**config.mk**
```make
export PLATFORM = sky130hd
export DESIGN_NAME = mesh_cfg_top
export DESIGN_NICKNAME = d
export VERILOG_FILES = /design/src/hw/mesh_cfg_pkg.sv /design/src/hw/mi_bus_if.sv /design/src/hw/cfg_regs.sv /design/src/hw/dma_regs.sv /design/src/hw/mmu_table.sv /design/src/hw/mesh_cfg_decode.sv /design/src/hw/mesh_cfg_top.sv
export SDC_FILE = /design/constraint.sdc
export NUM_CORES = 2
export LEC_CHECK = 0
export BUFFER_PORTS_ARGS = -buffer_cell sky130_fd_sc_hd__buf_2
export CAP_MARGIN = 20
export CORE_ASPECT_RATIO = 1.75
export CORE_UTILIZATION = 24
export CTS_CLUSTER_DIAMETER = 60
export DETAILED_ROUTE_END_ITERATION = 16
export PLACE_DENSITY = 0.45
export SLEW_MARGIN = 40
export SYNTH_ARGS = -nofsm -noshare
export SYNTH_HDL_FRONTEND = slang
export SYNTH_SLANG_ARGS = --single-unit
```
**constraint.sdc**
```tcl
create_clock -name clk -period 1.75 [get_ports clk]
set_clock_uncertainty 0.15 [all_clocks]
set_input_delay 0.0875 -clock clk [delete_from_list [all_inputs] [get_ports clk]]
set_output_delay 0.0875 -clock clk [all_outputs]
set_load 0.02 [all_outputs]
```
**src/hw/mesh_cfg_pkg.sv**
```systemverilog
`default_nettype none

package mesh_cfg_pkg;

   // basic widths
   localparam int PACKET_W  = 104;
   localparam int ADDR_W    = 32;
   localparam int WORD_W    = 32;
   localparam int MI_ADDR_W = 15;
   localparam int MI_DATA_W = 64;

   // packet field positions with the low bit first
   localparam int WRITE_BIT     = 0;
   localparam int DATAMODE_LSB  = 1;
   localparam int DATAMODE_W    = 2;
   localparam int CTRLMODE_LSB  = 3;
   localparam int CTRLMODE_W    = 4;
   localparam int RSVD_BIT      = 7;
   localparam int DSTADDR_LSB   = 8;
   localparam int DATA_LSB      = 40;
   localparam int SRCADDR_LSB   = 72;

   // address map inside dstaddr
   localparam int CHIP_LSB      = 20;
   localparam int GROUP_LSB     = 16;
   localparam int CFG_SUB_LSB   = 9;
   localparam int CFG_SIDE_BIT  = 8;
   localparam int DMA_SUB_LSB   = 8;
   localparam int DMA_SIDE_BIT  = 5;
   localparam int MMU_SIDE_BIT  = 15;

   localparam logic [11:0] CHIP_ID      = 12'h810;
   localparam logic [3:0]  GROUP_CFG    = 4'hF;
   localparam logic [3:0]  GROUP_MMU    = 4'hE;
   localparam logic [1:0]  CFG_SUBGROUP = 2'b01;
   localparam logic [2:0]  DMA_SUBGROUP = 3'h5;

   // register indexing
   localparam int NUM_CFG_REGS    = 8;
   localparam int NUM_DMA_REGS    = 8;
   localparam int NUM_MMU_ENTRIES = 16;
   localparam int REG_IDX_LSB     = 2;
   localparam int REG_IDX_W       = 3;
   localparam int MMU_IDX_LSB     = 3;
   localparam int MMU_IDX_W       = 4;

   typedef logic [PACKET_W-1:0]  packet_t;
   typedef logic [ADDR_W-1:0]    addr_t;
   typedef logic [WORD_W-1:0]    word_t;
   typedef logic [MI_ADDR_W-1:0] mi_addr_t;
   typedef logic [MI_DATA_W-1:0] mi_data_t;
   typedef logic [DATAMODE_W-1:0] datamode_t;
   typedef logic [CTRLMODE_W-1:0] ctrlmode_t;
   typedef logic [REG_IDX_W-1:0] reg_idx_t;
   typedef logic [MMU_IDX_W-1:0] mmu_idx_t;

   // config block defaults with index 0 first
   localparam word_t CFG_RESET_VALUES [NUM_CFG_REGS] = '{
      32'h0000_0000,
      32'h0000_0001,
      32'h0000_0810,
      32'h0000_0000,
      32'h0001_0000,
      32'h0000_00FF,
      32'h0000_0000,
      32'hC0DE_0001
   };

   // read-only dma status slot
   localparam reg_idx_t DMA_STATUS_IDX  = 3'd7;
   localparam word_t    DMA_STATUS_WORD = 32'h0000_0A5A;

endpackage

`default_nettype wire

```
**src/hw/mi_bus_if.sv**
```systemverilog
`timescale 1ns/1ns
`default_nettype none

interface mi_bus_if;
   import mesh_cfg_pkg::*;

   // single-cycle access, no handshake
   logic     en;
   logic     we;
   mi_addr_t addr;
   mi_data_t din;
   // zero unless this block is being read
   mi_data_t dout;

   modport decoder (
      output en,
      output we,
      output addr,
      output din,
      input  dout
   );

   modport block (
      input  en,
      input  we,
      input  addr,
      input  din,
      output dout
   );

endinterface

`default_nettype wire

```
**src/hw/cfg_regs.sv**
```systemverilog
`timescale 1ns/1ns
`default_nettype none

module cfg_regs (
   input  wire logic clk,
   input  wire logic rst_n,
   mi_bus_if.block   bus
);
   import mesh_cfg_pkg::*;

   word_t    regs [NUM_CFG_REGS];
   reg_idx_t idx;
   logic     wr_en;
   logic     rd_en;

   // word index from address bits 4:2
   assign idx   = bus.addr[REG_IDX_LSB +: REG_IDX_W];
   assign wr_en = bus.en && bus.we;
   assign rd_en = bus.en && !bus.we;

   always_ff @(posedge clk or negedge rst_n)
   begin
      if (!rst_n)
      begin
         for (int i = 0; i < NUM_CFG_REGS; i++)
         begin
            regs[i] <= CFG_RESET_VALUES[i];
         end
      end
      else if (wr_en)
      begin
         // only the data half lands here
         regs[idx] <= bus.din[WORD_W-1:0];
      end
   end

   // upper half always zero for this block
   assign bus.dout = rd_en ? {{(MI_DATA_W-WORD_W){1'b0}}, regs[idx]} : '0;

   // decoder relies on idle blocks reading zero
   a_idle_zero: assert property (@(posedge clk) disable iff (!rst_n)
      !bus.en |-> (bus.dout == '0));

endmodule

`default_nettype wire

```
**src/hw/dma_regs.sv**
```systemverilog
`timescale 1ns/1ns
`default_nettype none

module dma_regs (
   input  wire logic clk,
   input  wire logic rst_n,
   mi_bus_if.block   bus
);
   import mesh_cfg_pkg::*;

   word_t    regs [NUM_DMA_REGS];
   reg_idx_t idx;
   logic     wr_en;
   logic     rd_en;

   assign idx   = bus.addr[REG_IDX_LSB +: REG_IDX_W];
   // status slot takes no writes
   assign wr_en = bus.en && bus.we && (idx != DMA_STATUS_IDX);
   assign rd_en = bus.en && !bus.we;

   always_ff @(posedge clk or negedge rst_n)
   begin
      if (!rst_n)
      begin
         for (int i = 0; i < NUM_DMA_REGS; i++)
         begin
            regs[i] <= '0;
         end
         // status comes up at its fixed value
         regs[DMA_STATUS_IDX] <= DMA_STATUS_WORD;
      end
      else if (wr_en)
      begin
         regs[idx] <= bus.din[WORD_W-1:0];
      end
   end

   // zero-extended readback, zero when not read
   assign bus.dout = rd_en ? {{(MI_DATA_W-WORD_W){1'b0}}, regs[idx]} : '0;

   // status never moves once out of reset
   a_status_const: assert property (@(posedge clk) disable iff (!rst_n)
      regs[DMA_STATUS_IDX] == DMA_STATUS_WORD);

endmodule

`default_nettype wire

```
**src/hw/mmu_table.sv**
```systemverilog
`timescale 1ns/1ns
`default_nettype none

module mmu_table (
   input  wire logic clk,
   input  wire logic rst_n,
   mi_bus_if.block   bus
);
   import mesh_cfg_pkg::*;

   mi_data_t table_q [NUM_MMU_ENTRIES];
   mmu_idx_t idx;
   logic     wr_en;
   logic     rd_en;

   // 64-bit entries, index from address bits 6:3
   assign idx   = bus.addr[MMU_IDX_LSB +: MMU_IDX_W];
   assign wr_en = bus.en && bus.we;
   assign rd_en = bus.en && !bus.we;

   always_ff @(posedge clk or negedge rst_n)
   begin
      if (!rst_n)
      begin
         for (int i = 0; i < NUM_MMU_ENTRIES; i++)
         begin
            table_q[i] <= '0;
         end
      end
      else if (wr_en)
      begin
         // srcaddr half and data half both kept
         table_q[idx] <= bus.din;
      end
   end

   // whole entry back, high half ends up as response srcaddr
   assign bus.dout = rd_en ? table_q[idx] : '0;

endmodule

`default_nettype wire

```
**src/hw/mesh_cfg_decode.sv**
```systemverilog
`timescale 1ns/1ns
`default_nettype none

module mesh_cfg_decode #(
   parameter bit rx_side = 1'b0
) (
   input  wire logic                 clk,
   input  wire logic                 rst_n,
   input  wire logic                 access_in,
   input  wire mesh_cfg_pkg::packet_t packet_in,
   input  wire logic                 wait_in,
   mi_bus_if.decoder                 cfg_bus,
   mi_bus_if.decoder                 dma_bus,
   mi_bus_if.decoder                 mmu_bus,
   output logic                      access_out,
   output mesh_cfg_pkg::packet_t     packet_out
);
   import mesh_cfg_pkg::*;

   logic      req_write;
   datamode_t req_datamode;
   ctrlmode_t req_ctrlmode;
   addr_t     req_dstaddr;
   word_t     req_data;
   addr_t     req_srcaddr;

   logic      chip_match;
   logic      cfg_sel;
   logic      dma_sel;
   logic      mmu_sel;
   logic      blk_sel;
   logic      rd_sel;
   logic      fwd_sel;
   logic      out_fire;
   mi_data_t  readback;
   packet_t   resp_pkt;

   // unpack request fields
   assign req_write    = packet_in[WRITE_BIT];
   assign req_datamode = packet_in[DATAMODE_LSB +: DATAMODE_W];
   assign req_ctrlmode = packet_in[CTRLMODE_LSB +: CTRLMODE_W];
   assign req_dstaddr  = packet_in[DSTADDR_LSB +: ADDR_W];
   assign req_data     = packet_in[DATA_LSB +: WORD_W];
   assign req_srcaddr  = packet_in[SRCADDR_LSB +: ADDR_W];

   // this chip only
   assign chip_match = access_in && (req_dstaddr[CHIP_LSB +: 12] == CHIP_ID);

   // config, group F, subgroup 01x with side in bit 8
   assign cfg_sel = chip_match
                 && (req_dstaddr[GROUP_LSB +: 4] == GROUP_CFG)
                 && (req_dstaddr[CFG_SUB_LSB +: 2] == CFG_SUBGROUP)
                 && (req_dstaddr[CFG_SIDE_BIT] == rx_side);

   // dma shares group F, subgroup 5
   assign dma_sel = chip_match
                 && (req_dstaddr[GROUP_LSB +: 4] == GROUP_CFG)
                 && (req_dstaddr[DMA_SUB_LSB +: 3] == DMA_SUBGROUP)
                 && (req_dstaddr[DMA_SIDE_BIT] == rx_side);

   // mmu table, group E, side in bit 15
   assign mmu_sel = chip_match
                 && (req_dstaddr[GROUP_LSB +: 4] == GROUP_MMU)
                 && (req_dstaddr[MMU_SIDE_BIT] == rx_side);

   assign blk_sel = cfg_sel || dma_sel || mmu_sel;
   assign rd_sel  = blk_sel && !req_write;
   // our chip but no block hit, hand it on untouched
   assign fwd_sel = chip_match && !blk_sel;

   // same request info on every bus, only en differs
   assign cfg_bus.en   = cfg_sel;
   assign cfg_bus.we   = req_write;
   assign cfg_bus.addr = req_dstaddr[MI_ADDR_W-1:0];
   assign cfg_bus.din  = {req_srcaddr, req_data};

   assign dma_bus.en   = dma_sel;
   assign dma_bus.we   = req_write;
   assign dma_bus.addr = req_dstaddr[MI_ADDR_W-1:0];
   assign dma_bus.din  = {req_srcaddr, req_data};

   assign mmu_bus.en   = mmu_sel;
   assign mmu_bus.we   = req_write;
   assign mmu_bus.addr = req_dstaddr[MI_ADDR_W-1:0];
   assign mmu_bus.din  = {req_srcaddr, req_data};

   // idle blocks drive zero so a plain OR works
   assign readback = cfg_bus.dout | dma_bus.dout | mmu_bus.dout;

   // wait drops reads and forwards, writes go ahead
   assign out_fire = (rd_sel || fwd_sel) && !wait_in;

   // read response goes back to the requester
   always_comb
   begin
      resp_pkt = packet_in;
      if (rd_sel)
      begin
         resp_pkt                                 = '0;
         resp_pkt[WRITE_BIT]                      = 1'b1;
         resp_pkt[DATAMODE_LSB +: DATAMODE_W]     = req_datamode;
         resp_pkt[CTRLMODE_LSB +: CTRLMODE_W]     = req_ctrlmode;
         resp_pkt[RSVD_BIT]                       = 1'b0;
         resp_pkt[DSTADDR_LSB +: ADDR_W]          = req_srcaddr;
         resp_pkt[DATA_LSB +: WORD_W]             = readback[WORD_W-1:0];
         resp_pkt[SRCADDR_LSB +: ADDR_W]          = readback[MI_DATA_W-1:WORD_W];
      end
   end

   always_ff @(posedge clk or negedge rst_n)
   begin
      if (!rst_n)
      begin
         access_out <= 1'b0;
      end
      else
      begin
         access_out <= out_fire;
      end
   end

   // packet holds until the next output
   always_ff @(posedge clk)
   begin
      if (out_fire)
      begin
         packet_out <= resp_pkt;
      end
   end

   // address map regions must not overlap
   a_one_block: assert property (@(posedge clk) disable iff (!rst_n)
      $onehot0({cfg_bus.en, dma_bus.en, mmu_bus.en}));

   // one pulse per request, never stretched
   a_single_pulse: assert property (@(posedge clk) disable iff (!rst_n)
      access_out && !access_in |=> !access_out);

endmodule

`default_nettype wire

```
**src/hw/mesh_cfg_top.sv**
```systemverilog
`timescale 1ns/1ns
`default_nettype none

module mesh_cfg_top (
   input  wire logic                 clk,
   input  wire logic                 rst_n,
   input  wire logic                 access_in,
   input  wire mesh_cfg_pkg::packet_t packet_in,
   input  wire logic                 wait_in,
   output logic                      access_out,
   output mesh_cfg_pkg::packet_t     packet_out
);

   // one bus per register block
   mi_bus_if cfg_bus ();
   mi_bus_if dma_bus ();
   mi_bus_if mmu_bus ();

   // tx side instance
   mesh_cfg_decode #(
      .rx_side (1'b0)
   ) u_decode (
      .clk        (clk),
      .rst_n      (rst_n),
      .access_in  (access_in),
      .packet_in  (packet_in),
      .wait_in    (wait_in),
      .cfg_bus    (cfg_bus.decoder),
      .dma_bus    (dma_bus.decoder),
      .mmu_bus    (mmu_bus.decoder),
      .access_out (access_out),
      .packet_out (packet_out)
   );

   cfg_regs u_cfg_regs (
      .clk   (clk),
      .rst_n (rst_n),
      .bus   (cfg_bus.block)
   );

   dma_regs u_dma_regs (
      .clk   (clk),
      .rst_n (rst_n),
      .bus   (dma_bus.block)
   );

   // translation entries only, no lookup path
   mmu_table u_mmu_table (
      .clk   (clk),
      .rst_n (rst_n),
      .bus   (mmu_bus.block)
   );

endmodule

`default_nettype wire

```
* Word-level counts from Yosys, hierarchy flattened
Index checks and enable logic that the tools add are counted.
W data, S select, Z words.
** Operators by class
- Shift-type cells :: 0
- Mux-type cells :: 20
- Bitwise logic cells :: 7
- Reductions and logical operators :: 26
- Equality and inequality tests :: 6
- Order comparisons :: 4
- $mul :: 0
- Div/mod/pow operators :: 0
- Add/sub/neg operators :: 0
** Operators with widths (count)
- $bwmux W1024 :: 1
- $bwmux W256 :: 2
- $bmux W64 S4 :: 1
- $demux W64 S4 :: 1
- $mux W64 :: 4
- $mux W32 :: 7
- $bmux W32 S3 :: 2
- $or A64 B64 Y64 :: 2
- $mux W104 :: 1
- $demux W32 S3 :: 1
- $logic_and A1 B1 Y1 :: 20
- $eq A12 B12 Y1 const B :: 1
- $eq A4 B4 Y1 const B :: 2
- $ge A5 B5 Y1 const B :: 1
- $lt A5 B1 Y1 const B :: 1
- $not A4 Y5 :: 1
- $ge A4 B4 Y1 const B :: 1
- $lt A4 B1 Y1 const B :: 1
- $not A3 Y4 :: 1
- $eq A3 B3 Y1 const B :: 1
- $logic_not A1 Y1 :: 3
- $logic_or A1 B1 Y1 :: 3
- $ne A3 B3 Y1 const B :: 1
- $not A1 Y1 :: 3
- $eq A2 B1 Y1 const B :: 1
** Word-level totals
- Input port bits :: 108
- Bits in latches :: 0
- Flip-flop bits (word level) :: 1641
- Output and inout bits :: 105
- Memories :: 0
- Logic and storage cells :: 98
- RAM bits :: 0
- ROM bits :: 0

* Logic depth before layout (Yosys ltp)
- Depth in word-level cells :: 11
- Gate-level depth with buffers :: 10
- Depth with buffers taken out :: 5

* Modules after synthesis
Synthesis repeated with hierarchy kept, for this count alone.
** Second synthesis, totals
- Cell total of the unflattened synthesis :: 5432
- Area total of the unflattened synthesis :: 78043.6 um^2
** Modules (own cells, without submodules)
- mmu_table :: area each 46658.5 um^2, times used 1, cells each 2991, seq. area each 25624.6 um^2
- cfg_regs :: area each 12562.0 um^2, times used 1, cells each 950, seq. area each 6432.4 um^2
- dma_regs :: area each 12122.9 um^2, times used 1, cells each 946, seq. area each 6413.7 um^2
- mesh_cfg_decode :: area each 6700.2 um^2, times used 1, cells each 545, seq. area each 3148.0 um^2

* Worst setup path after synthesis
No wires, ideal clock.
- Path type :: input to register
- Start :: in packet_in[35]
- End :: reg u_decode.access_out
- Stages on the path :: 3
- Path buffers :: 0
- Data arrival time :: 16.981 ns
- Slack :: -17.133 ns
- Required time :: -0.152 ns
- Library setup time :: 1.752 ns
- Path through :: nor4b_2 > nand2_1 > a2111oi_0
** Between the ends
- Word-level cells in the longest chain between the ends :: 11
- Elaborated cells on any way between the ends :: 16
- Classes of those cells :: eq/ne (1); reduce/logical (15)
** Ends and longest elaborated chain
- start, declared :: line mesh_cfg_top.sv:8 : input wire mesh_cfg_pkg::packet_t packet_in,
- $eq A12 B12 Y1 (*) :: line mesh_cfg_decode.sv:47 : assign chip_match = access_in && (req_dstaddr[CHIP_LSB +: 12] == CHIP_ID);
- $logic_and A1 B1 Y1 (*) :: line mesh_cfg_decode.sv:47
- $logic_and A1 B1 Y1 :: line mesh_cfg_decode.sv:51, mesh_cfg_decode.sv:57
- $logic_and A1 B1 Y1 (on tied branches) :: line mesh_cfg_decode.sv:52, mesh_cfg_decode.sv:58
- $logic_and A1 B1 Y1 (on tied branches) :: line mesh_cfg_decode.sv:53, mesh_cfg_decode.sv:59
- $logic_or A1 B1 Y1 (2 in a row) :: line mesh_cfg_decode.sv:66 : assign blk_sel = cfg_sel || dma_sel || mmu_sel;
- $logic_not A1 Y1 :: line mesh_cfg_decode.sv:69 : assign fwd_sel = chip_match && !blk_sel;
- $logic_and A1 B1 Y1 :: line mesh_cfg_decode.sv:69
- $logic_or A1 B1 Y1 (*) :: line mesh_cfg_decode.sv:91 : assign out_fire = (rd_sel || fwd_sel) && !wait_in;
- $logic_and A1 B1 Y1 (*) :: line mesh_cfg_decode.sv:91
- named net u_decode.out_fire :: line mesh_cfg_decode.sv:34 : logic out_fire;
- end signal, assigned :: line mesh_cfg_decode.sv:118 : access_out <= out_fire;
- end, declared :: line mesh_cfg_decode.sv:15 : output logic access_out,
The timed path passes the listed nets; every way through them passes the cells marked *.
A chain may end at the register's enable or synchronous reset.

* Worst setup path after layout
- Start :: in packet_in[38]
- End :: reg u_mmu_table.table_q[490] in the netlist's numbering
** Between the ends
- Word-level cells in the longest chain between the ends :: 5
** Ends and longest elaborated chain
- $eq A12 B12 Y1 :: line mesh_cfg_decode.sv:47
- $logic_and A1 B1 Y1 :: line mesh_cfg_decode.sv:47
- $logic_and A1 B1 Y1 :: line mesh_cfg_decode.sv:63 : && (req_dstaddr[GROUP_LSB +: 4] == GROUP_MMU)
- $logic_and A1 B1 Y1 :: line mesh_cfg_decode.sv:64 : && (req_dstaddr[MMU_SIDE_BIT] == rx_side);
- $logic_and A1 B1 Y1 :: line mmu_table.sv:18 : assign wr_en = bus.en && bus.we;
- end signal, assigned by index :: line mmu_table.sv:33 : table_q[idx] <= bus.din;
- end, declared :: line mmu_table.sv:11 : mi_data_t table_q [NUM_MMU_ENTRIES];
No other way between the ends.

==> results by group <==
Run status
  • Outcome: finished with violations
  • Failing checks: negative hold slack, negative setup slack

Drt
  • DR WL met3: 9.04 mm
  • Wirelength, routed: 284 mm
  • Avg WL per Cell: 28.3 um
  • First drt pass iteration count: 7
  • Antenna-violating nets left: 0
  • Met2 routed WL: 152 mm
  • M1 wire length: 110 mm
  • Highest routed layer: met5
  • Drt drc: 0
  • DR iter-0 viols: 2820
  • Routed vias/inst: 4.69
  • DR vias: 47100

Clock network
  • CTS HTree Levels: 4
  • Reg clk slew, reported paths: 0.07 ns
  • Num CTS Buffers: 166
  • CTS tree: done
  • CTS Sinks: 1641
  • Max Buffers Root-to-Sink: 4
  • Clock Latency Late Sink: 0.84 ns
  • CTS Root Cell: clkbuf_16

Synthesis
  • #FFs+latches synth: 1641
  • Top cell type's share of synthesized area: 0.514
  • Most area-consuming cells after synthesis: dfrtp_1, mux2_2, mux4_2, edfxtp_1, nand2_1
  • Syn Std Cell Area: 73500 sq um
  • Cells after Synth: 4892
  • Post-synth ARST share: 0.937
  • Post-synthesis sequential area ratio: 0.566
  • Synth area leader: dfrtp_1
  • Ys flop type: dfrtp_1
  • EDFF count, synth: 104
  • Synth Net Count: 5000
  • Post-synth cell types: 62
  • Syn Area/Cell: 15.0 sq um
  • Synth warn: 0

Hold path
  • Hold Path End: u_decode.packet_out[47]
  • Hold_sp: packet_in[0]
  • HP Class: primary input to register
  • Hold path depth: 5

Setup path
  • Worst path top cell family by delay: simple AND/OR/NAND/NOR gates
  • CP most frequent cell: buf_4
  • Max stage delay cell, worst path: or4b_4
  • R2R cell count: 5
  • Crit. End Element: register
  • CP arrival: 2.77 ns
  • Crit-path cells: buf_8, buf_6, or4b_4, nor4_4, buf_4, nand4_4, buf_4, or4_4, buf_12, clkbuf_16, mux2_2
  • RR Endpoint: u_decode.packet_out[51]
  • Worst-path maximum fanout: 12
  • Critical setup path kind: primary input to register
  • CP peak stage delay: 0.56 ns
  • Critical path buffer and inverter count: 6
  • Worst setup SP type: primary input
  • Req. time, crit path: 2.30 ns
  • Flop2flop setup slack: -0.40 ns
  • R2R Path Start: u_mmu_table.table_q[11]

Global routing
  • Largest net degree at the start of global routing: 107
  • Antenna violations before repair: 15
  • Vias in the first global route: 51300
  • Total congestion overflow: 0
  • Global-route wire length before repair: 392 mm
  • Global Route Usage Sum: 0.175

Timing
  • Rel. slew slack: 0.433
  • Max Slew Vio Count: 0
  • Final hold vios: 1
  • RSZ-0062 raised after global routing: true
  • Fmax: 0.450 GHz
  • Worst setup margin: -0.473 ns
  • Post-route minimum period: 2.22 ns
  • Endpoints failing setup: 1573
  • Worst-Margin Slew: 0.850 ns
  • Period Utilization, post-route: 1.27
  • Final hold slack: -0.00547 ns

Die
  • Starting Density: 0.242
  • Die height: 734 um
  • Ports: 213
  • Die width: 420 um
  • Die ar.: 309000 sq um
  • Site Rows: 268
  • Core area: 304000 sq um

Run
  • Max cap viols: 0

Placed design
  • Placed insts: 9410
  • HPWL after DPL: 175 mm
  • RD Place Congestion: 0.782
  • IO buf count: 212

Layout
  • Most common cell after layout, fill and taps aside: dfrtp_1
  • Final design utilization: 0.331
  • Area grow syn2layout: 36.9%
  • Share of cells above drive strength 1: 0.581
  • Final std cells w/o fill: 10000
  • Most frequent cells in the layout: dfrtp_1, mux2_4, mux2_2
  • Final #Nets: 5970

Power and ir drop
  • Pleak: 46.4 nW
  • VDD IR max: 0.765 mV
  • Power per Cell Area: 788 nW/um^2
## registers in the layout, summed over array words and instances (netlist names)
register	flops
u_mmu_table.table_q	1024
u_decode.access_out	1
u_cfg_regs.regs	256
u_decode.packet_out	104
u_dma_regs.regs	256
## metrics by stage
step	TNS, ns	cell area (sq um)	power [W]	hold WS [ns]	setup WS, ns
floorplan	-1346.94	75700	0.0406	-0.358	-3.03
global placement	-1772.02	87200	0.0435	-0.168	-1.77
detailed placement	-1754.44	87200	0.0435	-0.163	-1.68
CTS	-166.85	97400	0.0805	0.00501	-0.375
global route	-356.27	101000	0.0820	0.0225	-0.424
finish	-356.77	101000	0.0794	-0.00547	-0.473
## tightest hold or removal path, cell delays in order
cell and delay, ns:
buf_2 0.14, or4_4 0.21, or2_4 0.17, or4_1 0.13, a31oi_1 0.07
## report_power, final
part / leakage, nW / switching, W / internal [W] / total (W)
registers: 22.3 / 0.000000236 / 0.0383 / 0.0383
clock network: 2.59 / 0.0162 / 0.0201 / 0.0363
logic: 21.5 / 0.00313 / 0.00172 / 0.00485
total: 46.4 / 0.0193 / 0.0600 / 0.0794
## timing repair
item	CTS	global route
gates cloned	37	44
endpoints found under the setup margin	1467	1572
hold endpoints to repair	3249	0
resized for setup	487	474
setup buffers	71	89
hold buffers	140	0
pin swaps	57	66
## synthesized netlist by cell type (6+ instances only)
| cell | count |
|---|---|
| a211oi_1 | 15 |
| nand4_1 | 6 |
| mux4_2 | 319 |
| o22ai_1 | 60 |
| clkbuf_1 | 273 |
| edfxtp_1 | 104 |
| nor2_1 | 67 |
| nand2_1 | 301 |
| a22oi_1 | 30 |
| mux2i_1 | 79 |
| buf_1 | 44 |
| dfstp_2 | 27 |
| o211ai_1 | 9 |
| a311oi_1 | 6 |
| a21oi_1 | 28 |
| nor3_1 | 22 |
| or4_1 | 9 |
| nor3_2 | 15 |
| mux2_1 | 17 |
| nor2b_1 | 9 |
| nand3_1 | 12 |
| buf_2 | 161 |
| mux2_2 | 1534 |
| inv_1 | 35 |
| nand2b_1 | 8 |
| a21o_1 | 10 |
| a31oi_1 | 12 |
| dfrtp_1 | 1510 |
| o221ai_1 | 21 |
| o21ai_0 | 54 |
| buf_6 | 6 |
| a32oi_1 | 12 |
| a221oi_1 | 24 |
## final cells by class
type	count	area, sq um
diodes	6	15.0
clock buffers	234	4650
clock inverters	60	612
fillers	29900	204000
inverters	37	143
multi-input cells	2730	34100
flip-flops and latches	1641	41600
well taps	4050	5070
repair buffers	1286	14500
## cells by family (layout without fill, tap and decap cells)
kind of cell | after synthesis | after routing | synth area share
mux | 1949 | 1949 | 0.346
flops | 1641 | 1641 | 0.566
buf+inv | 521 | 1617 | 0.0299
simple gates | 475 | 475 | 0.0294
compound gates | 306 | 306 | 0.0288
other cells | 0 | 6 | 0
## how the worst max path moves through the flow
stage | start | to | slack, ns | depth (start not counted)
CTS | u_mmu_table.table_q[11] | u_decode.packet_out[51] | -0.38 | 5
global placement | packet_in[37] | u_decode.packet_out[57] | -1.77 | 9
finish | packet_in[38] | u_mmu_table.table_q[490] | -0.47 | 11
floorplan | packet_in[16] | u_decode.packet_out[0] | -3.03 | 4
detailed placement | packet_in[37] | u_decode.packet_out[57] | -1.68 | 9
global route | u_mmu_table.table_q[11] | u_decode.packet_out[51] | -0.42 | 5
## metal layers
metal  up-vias  GRT usage
li1      19900          -
met1     25700      0.207
met2      1020      0.323
met3       450     0.0189
met4        10     0.0606
met5         -          0
No activity file was read; power rests on OpenSTA's default activity.
